$ cat src/include/delay_macros.svh
`ifndef DELAY_MACROS_SVH
`define DELAY_MACROS_SVH

// ---------------------------------------------------------------------------
// Data path widths
// ---------------------------------------------------------------------------

// Raw delay count in clock cycles
`define DELAY_IN_W      16
// Average output, integer part in the upper 16 bits
`define DELAY_OUT_W     32

// Averager time constants, T = 2^N
`define DELAY_N_FAST    4
`define DELAY_N_SLOW    8
// Extra fractional bits kept in the accumulator
`define DELAY_PREC      16

// Count at which a measurement gives up
`define DELAY_MAX_CYC   65535

// ---------------------------------------------------------------------------
// AXI4-Lite register bus
// ---------------------------------------------------------------------------
`define DELAY_AXI_AW    8
`define DELAY_AXI_DW    32

`endif

$ cat src/hdl/delay_pkg.sv
`include "delay_macros.svh"

package delay_pkg;

    // -----------------------------------------------------------------------
    // Data types
    // -----------------------------------------------------------------------

    // One raw delay in clock cycles
    typedef logic [`DELAY_IN_W-1:0] sample_t;

    // Smoothed delay, fixed point with integer in the upper half
    typedef logic [`DELAY_OUT_W-1:0] avg_t;

    // -----------------------------------------------------------------------
    // Counter FSM
    // -----------------------------------------------------------------------

    // Idle until start, armed until stop or timeout
    typedef enum logic {
        ST_IDLE  = 1'b0,
        ST_ARMED = 1'b1
    } cnt_state_e;

    // -----------------------------------------------------------------------
    // Register map, byte addresses
    // -----------------------------------------------------------------------
    typedef enum logic [`DELAY_AXI_AW-1:0] {
        // bit0 enable, bit1 slow
        REG_CTRL   = 8'h00,
        // bit0 overrun0, bit1 overrun1, write 1 to clear
        REG_STATUS = 8'h04,
        REG_AVG0   = 8'h08,
        REG_AVG1   = 8'h0C,
        // avg0 - avg1, two's complement
        REG_DIFF   = 8'h10,
        // Samples since reset
        REG_COUNT  = 8'h14
    } reg_addr_e;

endpackage

$ cat src/hdl/delay_meas_if.sv
`timescale 1ns/1ps

interface delay_meas_if;
    import delay_pkg::*;

    // One cycle pulse per finished measurement
    logic    strobe;
    // Valid only while strobe is high
    sample_t sample;
    logic    overrun;
    // Running average, held between updates
    avg_t    avg;

    // Counter side produces the raw sample
    modport counter (
        output strobe,
        output sample,
        output overrun
    );

    // Averager consumes the sample and produces avg
    modport averager (
        input  strobe,
        input  sample,
        output avg
    );

    // Combiner only watches the results
    modport monitor (
        input  strobe,
        input  overrun,
        input  avg
    );

endinterface

$ cat src/hdl/delay_counter.sv
`timescale 1ns/1ps
`include "delay_macros.svh"

module delay_counter (
    input logic           clk,
    input logic           rst,
    input logic           enable,
    input logic           start,
    input logic           stop,
    delay_meas_if.counter meas
);
    import delay_pkg::*;

    // Timeout value in counter width
    localparam sample_t MAX_CYC = `DELAY_IN_W'(`DELAY_MAX_CYC);

    cnt_state_e state;
    // Cycles since start, 1 in the cycle after start
    sample_t    cnt;
    logic       arm;
    logic       done;

    // Start is ignored while disabled and restarts an armed count
    assign arm  = enable && start;
    // Stop or timeout ends an armed measurement
    assign done = (state == ST_ARMED) && (stop || cnt == MAX_CYC);

    // -----------------------------------------------------------------------
    // FSM and strobe
    // -----------------------------------------------------------------------
    always_ff @(posedge clk) begin
        if (rst) begin
            state       <= ST_IDLE;
            meas.strobe <= 1'b0;
        end else begin
            meas.strobe <= 1'b0;
            case (state)
                ST_IDLE: begin
                    // Stop while idle falls through here
                    if (arm) begin
                        state <= ST_ARMED;
                    end
                end
                ST_ARMED: begin
                    if (arm) begin
                        state <= ST_ARMED;
                    end else if (done) begin
                        state       <= ST_IDLE;
                        meas.strobe <= 1'b1;
                    end
                end
                default: state <= ST_IDLE;
            endcase
        end
    end

    // -----------------------------------------------------------------------
    // Cycle counter and sample capture
    // -----------------------------------------------------------------------
    always_ff @(posedge clk) begin
        if (arm) begin
            cnt <= sample_t'(1);
        end else if (state == ST_ARMED) begin
            cnt <= cnt + sample_t'(1);
        end
        // Last armed cycle leaves the value seen with strobe
        if (state == ST_ARMED) begin
            meas.sample  <= cnt;
            meas.overrun <= (cnt == MAX_CYC);
        end
    end

    // One strobe per measurement, never back to back
    a_strobe_single: assert property (
        @(posedge clk) disable iff (rst) meas.strobe |=> !meas.strobe
    );

endmodule

$ cat src/hdl/delay_average.sv
`timescale 1ns/1ps
`include "delay_macros.svh"

module delay_average (
    input logic            clk,
    input logic            rst,
    input logic            slow,
    delay_meas_if.averager meas
);
    // Accumulator with headroom for the slow constant and extra fraction
    localparam int ACC_W = `DELAY_OUT_W + `DELAY_N_SLOW + `DELAY_PREC;
    // Output alignment to the top of the average word
    localparam int ALIGN = `DELAY_OUT_W - `DELAY_IN_W;
    // Sample shifts for both modes
    localparam int SH_SLOW = `DELAY_PREC;
    localparam int SH_FAST = `DELAY_PREC + `DELAY_N_SLOW - `DELAY_N_FAST;

    typedef logic [ACC_W-1:0] acc_t;

    acc_t         acc;
    acc_t         fdb;
    acc_t         smp;
    acc_t         aligned;
    // One extra bit to catch a carry out
    logic [ACC_W:0] acc_nxt;

    // -----------------------------------------------------------------------
    // y(n) = y(n-1) - y(n-1)/2^N + x(n) scaled
    // -----------------------------------------------------------------------
    assign fdb = slow ? (acc >> `DELAY_N_SLOW) : (acc >> `DELAY_N_FAST);
    // Fast input is scaled up so both modes settle to the same level
    assign smp = slow ? (acc_t'(meas.sample) << SH_SLOW)
                      : (acc_t'(meas.sample) << SH_FAST);
    assign acc_nxt = {1'b0, acc} - {1'b0, fdb} + {1'b0, smp};

    always_ff @(posedge clk) begin
        if (rst) begin
            acc <= '0;
        end else if (meas.strobe) begin
            acc <= acc_nxt[ACC_W-1:0];
        end
    end

    // Top bits of the shifted accumulator, integer in the upper half
    assign aligned  = acc << ALIGN;
    assign meas.avg = aligned[ACC_W-1 -: `DELAY_OUT_W];

    // A constant input settles well below the accumulator limit
    a_acc_no_ovf: assert property (
        @(posedge clk) disable iff (rst) meas.strobe |-> !acc_nxt[ACC_W]
    );

endmodule

$ cat src/hdl/delay_combine.sv
`timescale 1ns/1ps

module delay_combine (
    input  logic             clk,
    input  logic             rst,
    delay_meas_if.monitor    ch0,
    delay_meas_if.monitor    ch1,
    input  logic [1:0]       clr_ovr,
    output delay_pkg::avg_t  diff,
    output logic [31:0]      count,
    output logic [1:0]       ovr
);
    // Channel 0 strobe delayed to line up with the new average
    logic       strobe_d;
    // Overrun events seen this cycle, one bit per channel
    logic [1:0] ovr_set;

    assign ovr_set = {ch1.strobe & ch1.overrun, ch0.strobe & ch0.overrun};

    // -----------------------------------------------------------------------
    // Difference and sample counter
    // -----------------------------------------------------------------------
    always_ff @(posedge clk) begin
        if (rst) begin
            diff     <= '0;
            count    <= '0;
            strobe_d <= 1'b0;
        end else begin
            // Wraps modulo 2^32, read back as signed
            diff     <= ch0.avg - ch1.avg;
            strobe_d <= ch0.strobe;
            // Shared start, so one channel 0 strobe per measurement
            if (strobe_d) begin
                count <= count + 32'd1;
            end
        end
    end

    // -----------------------------------------------------------------------
    // Sticky overrun flags
    // -----------------------------------------------------------------------
    always_ff @(posedge clk) begin
        if (rst) begin
            ovr <= 2'b00;
        end else begin
            // New overrun wins over a clear in the same cycle
            ovr <= (ovr & ~clr_ovr) | ovr_set;
        end
    end

endmodule

$ cat src/hdl/delay_regs.sv
`timescale 1ns/1ps
`include "delay_macros.svh"

module delay_regs (
    input  logic                        clk,
    input  logic                        rst,
    // AXI4-Lite write address and data
    input  logic [`DELAY_AXI_AW-1:0]    s_awaddr,
    input  logic                        s_awvalid,
    output logic                        s_awready,
    input  logic [`DELAY_AXI_DW-1:0]    s_wdata,
    input  logic [`DELAY_AXI_DW/8-1:0]  s_wstrb,
    input  logic                        s_wvalid,
    output logic                        s_wready,
    // Write response
    output logic [1:0]                  s_bresp,
    output logic                        s_bvalid,
    input  logic                        s_bready,
    // Read address and data
    input  logic [`DELAY_AXI_AW-1:0]    s_araddr,
    input  logic                        s_arvalid,
    output logic                        s_arready,
    output logic [`DELAY_AXI_DW-1:0]    s_rdata,
    output logic [1:0]                  s_rresp,
    output logic                        s_rvalid,
    input  logic                        s_rready,
    // Control and status
    output logic                        enable,
    output logic                        slow,
    input  delay_pkg::avg_t             avg0,
    input  delay_pkg::avg_t             avg1,
    input  delay_pkg::avg_t             diff,
    input  logic [31:0]                 count,
    input  logic [1:0]                  ovr,
    output logic [1:0]                  clr_ovr
);
    import delay_pkg::*;

    localparam logic [1:0] RESP_OKAY   = 2'b00;
    localparam logic [1:0] RESP_SLVERR = 2'b10;

    logic                     wr_en;
    logic                     wr_full;
    logic                     wr_hit;
    reg_addr_e                wr_addr;
    logic                     rd_en;
    logic                     rd_hit;
    reg_addr_e                rd_addr;
    logic [`DELAY_AXI_DW-1:0] rd_data;

    // -----------------------------------------------------------------------
    // Write channel
    // -----------------------------------------------------------------------

    // AW and W taken together, one response outstanding
    assign wr_en     = s_awvalid & s_wvalid & ~s_bvalid;
    assign s_awready = wr_en;
    assign s_wready  = wr_en;
    assign wr_addr   = reg_addr_e'(s_awaddr);
    // Partial strobes change nothing
    assign wr_full   = &s_wstrb;

    always_comb begin
        case (wr_addr)
            REG_CTRL, REG_STATUS, REG_AVG0,
            REG_AVG1, REG_DIFF, REG_COUNT: wr_hit = 1'b1;
            default:                       wr_hit = 1'b0;
        endcase
    end

    // Write 1 to clear, single cycle pulse
    assign clr_ovr = (wr_en && wr_full && wr_addr == REG_STATUS) ? s_wdata[1:0] : 2'b00;

    always_ff @(posedge clk) begin
        if (rst) begin
            enable   <= 1'b0;
            slow     <= 1'b0;
            s_bvalid <= 1'b0;
        end else begin
            if (wr_en) begin
                s_bvalid <= 1'b1;
                if (wr_full && wr_addr == REG_CTRL) begin
                    enable <= s_wdata[0];
                    slow   <= s_wdata[1];
                end
            end else if (s_bready) begin
                s_bvalid <= 1'b0;
            end
        end
    end

    always_ff @(posedge clk) begin
        if (wr_en) begin
            s_bresp <= wr_hit ? RESP_OKAY : RESP_SLVERR;
        end
    end

    // -----------------------------------------------------------------------
    // Read channel
    // -----------------------------------------------------------------------
    assign rd_en     = s_arvalid & ~s_rvalid;
    assign s_arready = rd_en;
    assign rd_addr   = reg_addr_e'(s_araddr);

    always_comb begin
        rd_hit = 1'b1;
        case (rd_addr)
            REG_CTRL:   rd_data = {{(`DELAY_AXI_DW-2){1'b0}}, slow, enable};
            REG_STATUS: rd_data = {{(`DELAY_AXI_DW-2){1'b0}}, ovr};
            REG_AVG0:   rd_data = avg0;
            REG_AVG1:   rd_data = avg1;
            REG_DIFF:   rd_data = diff;
            REG_COUNT:  rd_data = count;
            default: begin
                // Unmapped reads as zero
                rd_data = '0;
                rd_hit  = 1'b0;
            end
        endcase
    end

    always_ff @(posedge clk) begin
        if (rst) begin
            s_rvalid <= 1'b0;
        end else if (rd_en) begin
            s_rvalid <= 1'b1;
        end else if (s_rready) begin
            s_rvalid <= 1'b0;
        end
    end

    // Data captured once per read, held until taken
    always_ff @(posedge clk) begin
        if (rd_en) begin
            s_rdata <= rd_data;
            s_rresp <= rd_hit ? RESP_OKAY : RESP_SLVERR;
        end
    end

    // -----------------------------------------------------------------------
    // Response handshake
    // -----------------------------------------------------------------------
    a_bvalid_hold: assert property (
        @(posedge clk) disable iff (rst) s_bvalid && !s_bready |=> s_bvalid
    );

    a_rvalid_hold: assert property (
        @(posedge clk) disable iff (rst)
            s_rvalid && !s_rready |=> s_rvalid && $stable(s_rdata)
    );

endmodule

$ cat src/hdl/delay_meas_top.sv
`timescale 1ns/1ps
`include "delay_macros.svh"

module delay_meas_top (
    input  logic                        clk,
    input  logic                        rst,
    // Shared start, one stop per path
    input  logic                        start,
    input  logic                        stop0,
    input  logic                        stop1,
    // AXI4-Lite slave
    input  logic [`DELAY_AXI_AW-1:0]    s_awaddr,
    input  logic                        s_awvalid,
    output logic                        s_awready,
    input  logic [`DELAY_AXI_DW-1:0]    s_wdata,
    input  logic [`DELAY_AXI_DW/8-1:0]  s_wstrb,
    input  logic                        s_wvalid,
    output logic                        s_wready,
    output logic [1:0]                  s_bresp,
    output logic                        s_bvalid,
    input  logic                        s_bready,
    input  logic [`DELAY_AXI_AW-1:0]    s_araddr,
    input  logic                        s_arvalid,
    output logic                        s_arready,
    output logic [`DELAY_AXI_DW-1:0]    s_rdata,
    output logic [1:0]                  s_rresp,
    output logic                        s_rvalid,
    input  logic                        s_rready
);
    logic            enable;
    logic            slow;
    logic [1:0]      clr_ovr;
    logic [1:0]      ovr;
    logic [31:0]     count;
    delay_pkg::avg_t diff;

    // -----------------------------------------------------------------------
    // Channel 0 forward path, channel 1 return path
    // -----------------------------------------------------------------------
    delay_meas_if meas0 ();
    delay_meas_if meas1 ();

    delay_counter counter0_i (
        .clk    (clk),
        .rst    (rst),
        .enable (enable),
        .start  (start),
        .stop   (stop0),
        .meas   (meas0.counter)
    );

    delay_counter counter1_i (
        .clk    (clk),
        .rst    (rst),
        .enable (enable),
        .start  (start),
        .stop   (stop1),
        .meas   (meas1.counter)
    );

    delay_average average0_i (
        .clk  (clk),
        .rst  (rst),
        .slow (slow),
        .meas (meas0.averager)
    );

    delay_average average1_i (
        .clk  (clk),
        .rst  (rst),
        .slow (slow),
        .meas (meas1.averager)
    );

    // -----------------------------------------------------------------------
    // Results and register access
    // -----------------------------------------------------------------------
    delay_combine combine_i (
        .clk     (clk),
        .rst     (rst),
        .ch0     (meas0.monitor),
        .ch1     (meas1.monitor),
        .clr_ovr (clr_ovr),
        .diff    (diff),
        .count   (count),
        .ovr     (ovr)
    );

    delay_regs regs_i (
        .clk       (clk),
        .rst       (rst),
        .s_awaddr  (s_awaddr),
        .s_awvalid (s_awvalid),
        .s_awready (s_awready),
        .s_wdata   (s_wdata),
        .s_wstrb   (s_wstrb),
        .s_wvalid  (s_wvalid),
        .s_wready  (s_wready),
        .s_bresp   (s_bresp),
        .s_bvalid  (s_bvalid),
        .s_bready  (s_bready),
        .s_araddr  (s_araddr),
        .s_arvalid (s_arvalid),
        .s_arready (s_arready),
        .s_rdata   (s_rdata),
        .s_rresp   (s_rresp),
        .s_rvalid  (s_rvalid),
        .s_rready  (s_rready),
        .enable    (enable),
        .slow      (slow),
        .avg0      (meas0.avg),
        .avg1      (meas1.avg),
        .diff      (diff),
        .count     (count),
        .ovr       (ovr),
        .clr_ovr   (clr_ovr)
    );

endmodule

$ cat config.mk
export PLATFORM = sky130hd
export DESIGN_NAME = delay_meas_top
export DESIGN_NICKNAME = d
export VERILOG_FILES = /design/src/hdl/delay_pkg.sv /design/src/hdl/delay_meas_if.sv /design/src/hdl/delay_counter.sv /design/src/hdl/delay_average.sv /design/src/hdl/delay_combine.sv /design/src/hdl/delay_regs.sv /design/src/hdl/delay_meas_top.sv
export VERILOG_INCLUDE_DIRS = /design/src /design/src/include
export SDC_FILE = /design/constraint.sdc
export NUM_CORES = 1
export LEC_CHECK = 0
export ABC_CLOCK_PERIOD_IN_PS = 4300
export BUFFER_PORTS_ARGS = -buffer_cell sky130_fd_sc_hd__buf_2
export CAP_MARGIN = 25
export CORE_MARGIN = 2
export CORE_UTILIZATION = 55
export CTS_CLUSTER_DIAMETER = 100
export DETAILED_ROUTE_END_ITERATION = 10
export PLACE_DENSITY_LB_ADDON = 0.05
export SETUP_SLACK_MARGIN = 0.15
export SYNTH_ARGS = -nofsm -noshare
export SYNTH_HDL_FRONTEND = slang
export SYNTH_HIERARCHICAL = 1
export SYNTH_SLANG_ARGS = --single-unit
export TNS_END_PERCENT = 20
$ cat constraint.sdc
create_clock -name clk -period 4.3 [get_ports clk]
set_input_delay 0.215 -clock clk [delete_from_list [all_inputs] [get_ports clk]]
set_output_delay 0.215 -clock clk [all_outputs]
set_load 0.05 [all_outputs]
==> results of run 1 <==
## worst max-delay path: stages, from the launching register on
cell     delay (ns)
dfxtp_4        0.48
buf_12         0.23
o21ai_0        0.17
fa_1           0.53
inv_1          0.04
ha_2           0.37
nand2_1        0.11
or3_1          0.42
or4_1          0.52
o21a_1         0.25
o31a_1         0.31
o21ai_2        0.15
xnor2_1        0.14
o22ai_1        0.10
## registers in the layout, summed over array words and instances (netlist names), 2 cells and up
signal	flops
counter1_i/meas.sample	16
average0_i/acc	56
combine_i/diff	32
combine_i/count	32
counter1_i/cnt	16
counter0_i/meas.sample	16
regs_i/s_rdata	32
average1_i/acc	56
combine_i/ovr	2
counter0_i/cnt	16
## placed cells by master, fill, tap and decap left out, types with 20 or more instances in the layout
cell	instances
nand2_1	188
dfxtp_1	216
o211ai_1	20
a21o_1	74
o21bai_1	23
nor2_1	252
inv_1	204
a22oi_1	34
o21ai_0	125
nand2b_1	32
nor3_1	42
xor2_1	61
ha_1	205
xnor2_1	102
a21oi_1	176
clkbuf_16	38
buf_2	69
mux2i_1	184
buf_4	66
o21a_1	29
nand3_1	75
fa_1	43
nand4_1	45
o21ai_1	23
and3_1	25
nor2b_1	29
edfxtp_1	68
## power by group through the flow
stage	Sequential [mW]	Clock (mW)	Combinational [mW]
2_1_floorplan	2.89	0	0.0704
3_3_place_gp	2.83	0	0.182
3_5_place_dp	2.83	0	0.185
4_1_cts	2.78	3.00	0.193
5_1_grt	2.77	3.09	0.203
6_report	2.78	2.93	0.192
## through the flow
stage                     instances  total power, mW  util [%]
final                          3286             5.90      60.0
after global routing           3285             6.07      60.0
after CTS                      3280             5.96      59.8
after detailed placement       3205             3.02      56.8
after global placement         3205             3.02      56.8
after floorplan                2723             2.96         -
## final cells by class
class | instances | area share [%]
multi-input combinational | 2036 | 59.6
tap | 539 | 2.69
clock buffer | 49 | 4.08
antenna | 1 | 0.00999
clock inverter | 15 | 0.445
inverter | 206 | 3.09
sequential | 287 | 25.7
timing repair buffer | 153 | 4.35
## logic make-up after synthesis
logic type | count (synthesis) | synth area share [%]
compound gates | 640 | 17.9
flops | 287 | 27.8
mux | 199 | 8.79
fa+ha+maj | 249 | 14.9
simple gates | 783 | 16.6
buf+inv | 400 | 7.87
other cells | 1 | 0.0162
xor+xnor | 163 | 6.17
## routing by layer
layer  share of wire (%)  up-vias
met3                 4.3      101
met1                  46     9229
met5                   0        -
met4                 3.2        0
li1                    -     9587
met2                  47      396
## path summary, 6_finish.rpt
check,from,to,slack (ns)
hold reg to reg,average0_i/acc[0],average0_i/acc[0],0.48
setup reg to reg,regs_i/slow,average0_i/acc[43],0.33
hold / removal,s_awaddr[2],regs_i/slow,0.03
setup / recovery,regs_i/slow,average0_i/acc[43],0.33
## repair_timing
action	4_1_cts	5_1_grt
hold buffers	11	0
hold endpoints to repair	10	0
endpoints found under the setup margin	0	37
setup buffers	0	4
gates resized for setup	0	11
==> metrics.txt, run 1 <==
outcome=completed; Final Slew Violations=0; initial antenna violation count=0; Crit. End Element=flip-flop; routed len/inst=around 19 um; CTS max path bufs=3; Clk Latency, worst-skew pair=between 0.5 and 0.6 ns; count leader, synth=nor2_1; GR Util met2=between 40% and 50%; root buf cell=clkbuf_16; top cells by count, synth=nor2_1 (254), dfxtp_1 (219), ha_1 (206), inv_1 (204), nand2_1 (188); slew margin rel.=approximately 30%; FF+latch count, synth=roughly 290; gpl congestion=0.945; final setup vio count=0; Switching Share=a little under a quarter; GRT Resource Usage Total=~28%; Hold Path Class=input port to flip-flop; sequential area share after synthesis=27.8%; Seq pwr share=between 40% and 50%; Pre-Repair DR Iteration Count=5; endpoints failing hold=0; Arr. time, crit path=roughly 4.4 ns; GRT busiest layer=met2; fillers=roughly 3,800; drc violations=0; sw power=around 1.4 mW; Post-synth EDFFs=68; maximum fanout along the worst path=32; cell area after layout=0.0250 mm2; CTS tree=built; VDD IR-drop max=0.000252 V; post-DP HPWL=around 47,000 um; CP required=4.72 ns; clock transition at the registers of the reported paths=0.06 ns; largest net degree at the start of global routing=84; Detail Route Antenna Nets=0; net count reported at finish=just over 3,000; Sink Count=around 290; Power per Cell Area=235 mW/mm2; Core Box Area=approximately 0.042 mm2; Area growth syn-to-layout=8.20%; Die Span Y=about 210 um; Post-Syn Instances=between 2,000 and 3,000; met1 Track Usage GR=around 37%; Pint=between 4 and 5 mW; PnR worst setup slack=approximately 0.33 ns; fin crit share=~92%; Via density=roughly 6; Synth top area share=a little under a fifth; Startpoint Class=flip-flop; RSZ-0062 raised after global routing=yes; Routed WL=slightly above 60,000 um; # H-tree levels=2; synth unique cells=88; commonest register cell after synthesis=dfxtp_1; Buffers on Ports=70; worst slew pin tran=approximately 1.1 ns; cells on worst reg2reg path=13; Max Freq=~250 MHz; CTS Buf Count=36; Initial Utilization=~55%; Setup TNS=0 ns; Multi-input gate area=0.0149 mm2; DP Worst Slack=around 0.22 ns; fraction of layout instances using a drive strength above 1=a little under a tenth; synthesized area per cell=roughly 8.5 um2; total number of yosys warnings=6; via count=approximately 19,000; I/O Pins=103; Async S/R FF share, synth=0%; hold depth=3; Die Wd=roughly 210 um; largest area contributor in the synthesized netlist=dfxtp_1; flip-flop and latch area=between 0.006 and 0.007 mm2; Comb power frac=~3.3%; Detailed Route Iter0 Violations=approximately 1,200; Max Cap Violations=0; GRT met3 Usage=under 10%; Cell Area, Synth=0.0231 mm2; type of the worst setup path=flip-flop to flip-flop; placed inst area=0.0237 mm2; first-pass GRT wire length=approximately 99,000 um; grt total ovfl=0; Final min period=between 3 and 4 ns; vias in the first global route=between 15,000 and 20,000; Pleak=~11 nW; number of core rows=75; WHS=roughly 0.033 ns; Clk network pwr share=49.7%; die footprint=about 0.044 mm2; top area cells in the synthesized netlist=dfxtp_1 (19%), ha_1 (11%), edfxtp_1 (8.8%); clock skew=around 0.020 ns
(Power assumes the default switching activity.)
==> run 2: changes to the inputs <==
--- a/config.mk
+++ b/config.mk
@@ -11,8 +11,10 @@
 export CAP_MARGIN = 25
 export CORE_MARGIN = 2
 export CORE_UTILIZATION = 55
+export CTS_BUF_LIST = sky130_fd_sc_hd__clkbuf_16
 export CTS_CLUSTER_DIAMETER = 100
 export DETAILED_ROUTE_END_ITERATION = 10
+export GPL_TIMING_DRIVEN = 0
 export PLACE_DENSITY_LB_ADDON = 0.05
 export SETUP_SLACK_MARGIN = 0.15
 export SYNTH_ARGS = -nofsm -noshare
==> metrics.txt, run 2 (synthesis results as in run 1) <==
initial antenna violation count=0 (unchanged); fillers=3,650 (-3.5%); Via density=5.92 (+0.77%); clock transition at the registers of the reported paths=0.06 ns (about the same); first-pass GRT wire length=109,000 um (+9.9%); Detailed Route Iter0 Violations=1,387 (+16%); Arr. time, crit path=4.56 ns (+0.17 ns); Hold Path Class=input port to flip-flop; CTS max path bufs=3 (unchanged); CTS tree=built; Final Slew Violations=0 (unchanged); Power per Cell Area=227 mW/mm2 (-3.5%); root buf cell=clkbuf_16; type of the worst setup path=flip-flop to flip-flop; Crit. End Element=flip-flop; Buffers on Ports=69 (-1.4%); slew margin rel.=33.5% (+4.1 points); post-DP HPWL=53,900 um (+14%); Max Cap Violations=0 (unchanged); Multi-input gate area=0.0155 mm2 (+3.6%); Initial Utilization=55.4% (unchanged); drc violations=0 (unchanged); CP required=4.78 ns (+0.06 ns); fraction of layout instances using a drive strength above 1=14.4% (+4.8 points); placed inst area=0.0242 mm2 (+2.0%); worst slew pin tran=0.998 ns (-0.0572 ns); Clk Latency, worst-skew pair=0.56 ns (about the same); Pleak=11.4 nW (+5.9%); RSZ-0062 raised after global routing=yes; clock skew=0.0263 ns (+0.00624 ns); Setup TNS=0 ns (unchanged); # H-tree levels=2 (unchanged); final setup vio count=0 (unchanged); via count=20,357 (+5.4%); flip-flop and latch area=0.00643 mm2 (about the same); Core Box Area=0.0418 mm2 (unchanged); Pre-Repair DR Iteration Count=6 (+1); Max Freq=245 MHz (-2.7%); WHS=0.0425 ns (+0.00974 ns); net count reported at finish=3,181 (+4.9%); GRT Resource Usage Total=31.7% (+3.4 points); Tot Pwr=6.02 mW (+2.2%); die footprint=0.0437 mm2 (unchanged); Routed WL=70,300 um (+14%); Die Wd=209 um (unchanged); outcome=completed; maximum fanout along the worst path=10 (-69%); Final min period=4.08 ns (+0.111 ns); fin crit share=94.9% (+2.6 points); DP Worst Slack=-1.61 ns (-1.83 ns); cell area after layout=0.0265 mm2 (+6.0%); Startpoint Class=flip-flop; final cell utilization of the core=63.5% (+3.6 points); Detail Route Antenna Nets=0 (unchanged); leading cell type in the layout, fill and taps excluded=nor2_1; fin cells=3,437 (+4.6%); cell total after placement=3,331 (+3.9%); biggest registers after layout=average0_i/acc: 56 flops, average1_i/acc: 56 flops; largest net degree at the start of global routing=35 (-58%); vias in the first global route=19,932 (+7.3%); grt total ovfl=0 (unchanged); commonest cells after routing, fill and taps aside=nor2_1 (252), dfxtp_1 (218), inv_1 (210), ha_1 (192), nand2_1 (180); gpl congestion=0.957 (+1.4%); PnR worst setup slack=0.219 ns (-0.111 ns); I/O Pins=103 (unchanged); routed len/inst=20.5 um (+8.6%); Die Span Y=209 um (unchanged); Sink Count=287 (unchanged); number of core rows=75 (unchanged); CTS Buf Count=36 (unchanged); Area growth syn-to-layout=14.6%; VDD IR-drop max=0.000278 V (+10%); endpoints failing hold=0 (unchanged)
==> run 2: final timing paths <==
kind,startpoint,end,slack (ns),depth (start not counted)
worst max-delay path,regs_i/slow,average1_i/acc[50],0.22,18
worst max register to register,regs_i/slow,average1_i/acc[50],0.22,18
worst min-delay path,start,counter1_i/cnt[0],0.04,3
worst min register to register,counter1_i/cnt[14],counter1_i/meas.sample[14],0.47,0
==> run 2: layout make-up <==
| cell class | count | area share (%) |
|---|---|---|
| Clock buffer | 36 | 3.40 |
| Buffer | 194 | 4.86 |
| Sequential cell | 287 | 24.2 |
| Tap cell | 539 | 2.54 |
| Clock inverter | 29 | 1.03 |
| Antenna cell | 1 | 0.00943 |
| Inverter | 206 | 2.91 |
| Timing Repair Buffer | 109 | 2.69 |
| Multi-Input combinational cell | 2036 | 58.3 |
==> run 2: power breakdown <==
group / internal [mW] / switching, mW / leakage [nW] / total [mW]
clock network: 1.78 / 1.26 / 0.587 / 3.05
registers: 2.77 / 0.00565 / 2.47 / 2.78
logic: 0.0481 / 0.156 / 8.34 / 0.204
total: 4.60 / 1.42 / 11.4 / 6.02
==> run 2: per-layer routing <==
layer	GRT usage (%)	wire length [um]	up-vias
met2	51.6	32000	653
met5	0	0	-
met3	5.05	4090	200
met4	18.2	4160	0
met1	40.1	30000	9622
li1	-	-	9882
==> run 2: worst max-delay path, stage by stage (launching register included) <==
cell and delay (ns):
dfxtp_4 0.44, buf_8 0.15, clkbuf_4 0.24, mux2i_1 0.27, fa_1 0.47, inv_1 0.12
ha_4 0.21, buf_6 0.13, a21oi_4 0.21, o21ai_4 0.11, a2111oi_4 0.36, a311oi_4 0.20
nor3_4 0.34, o21ai_4 0.12, buf_4 0.16, a21oi_1 0.14, xnor2_1 0.14, mux2i_1 0.09
nor2_1 0.11
==> run 2: repair_timing <==
item / in CTS / in global routing
buffers inserted: 7 / 19
endpoints found under the setup margin: 98 / 53
gates cloned: 1 / 2
hold buffers: 11 / 0
resized for setup: 110 / 134
pin swaps: 13 / 37
endpoints found under the hold margin: 9 / 0
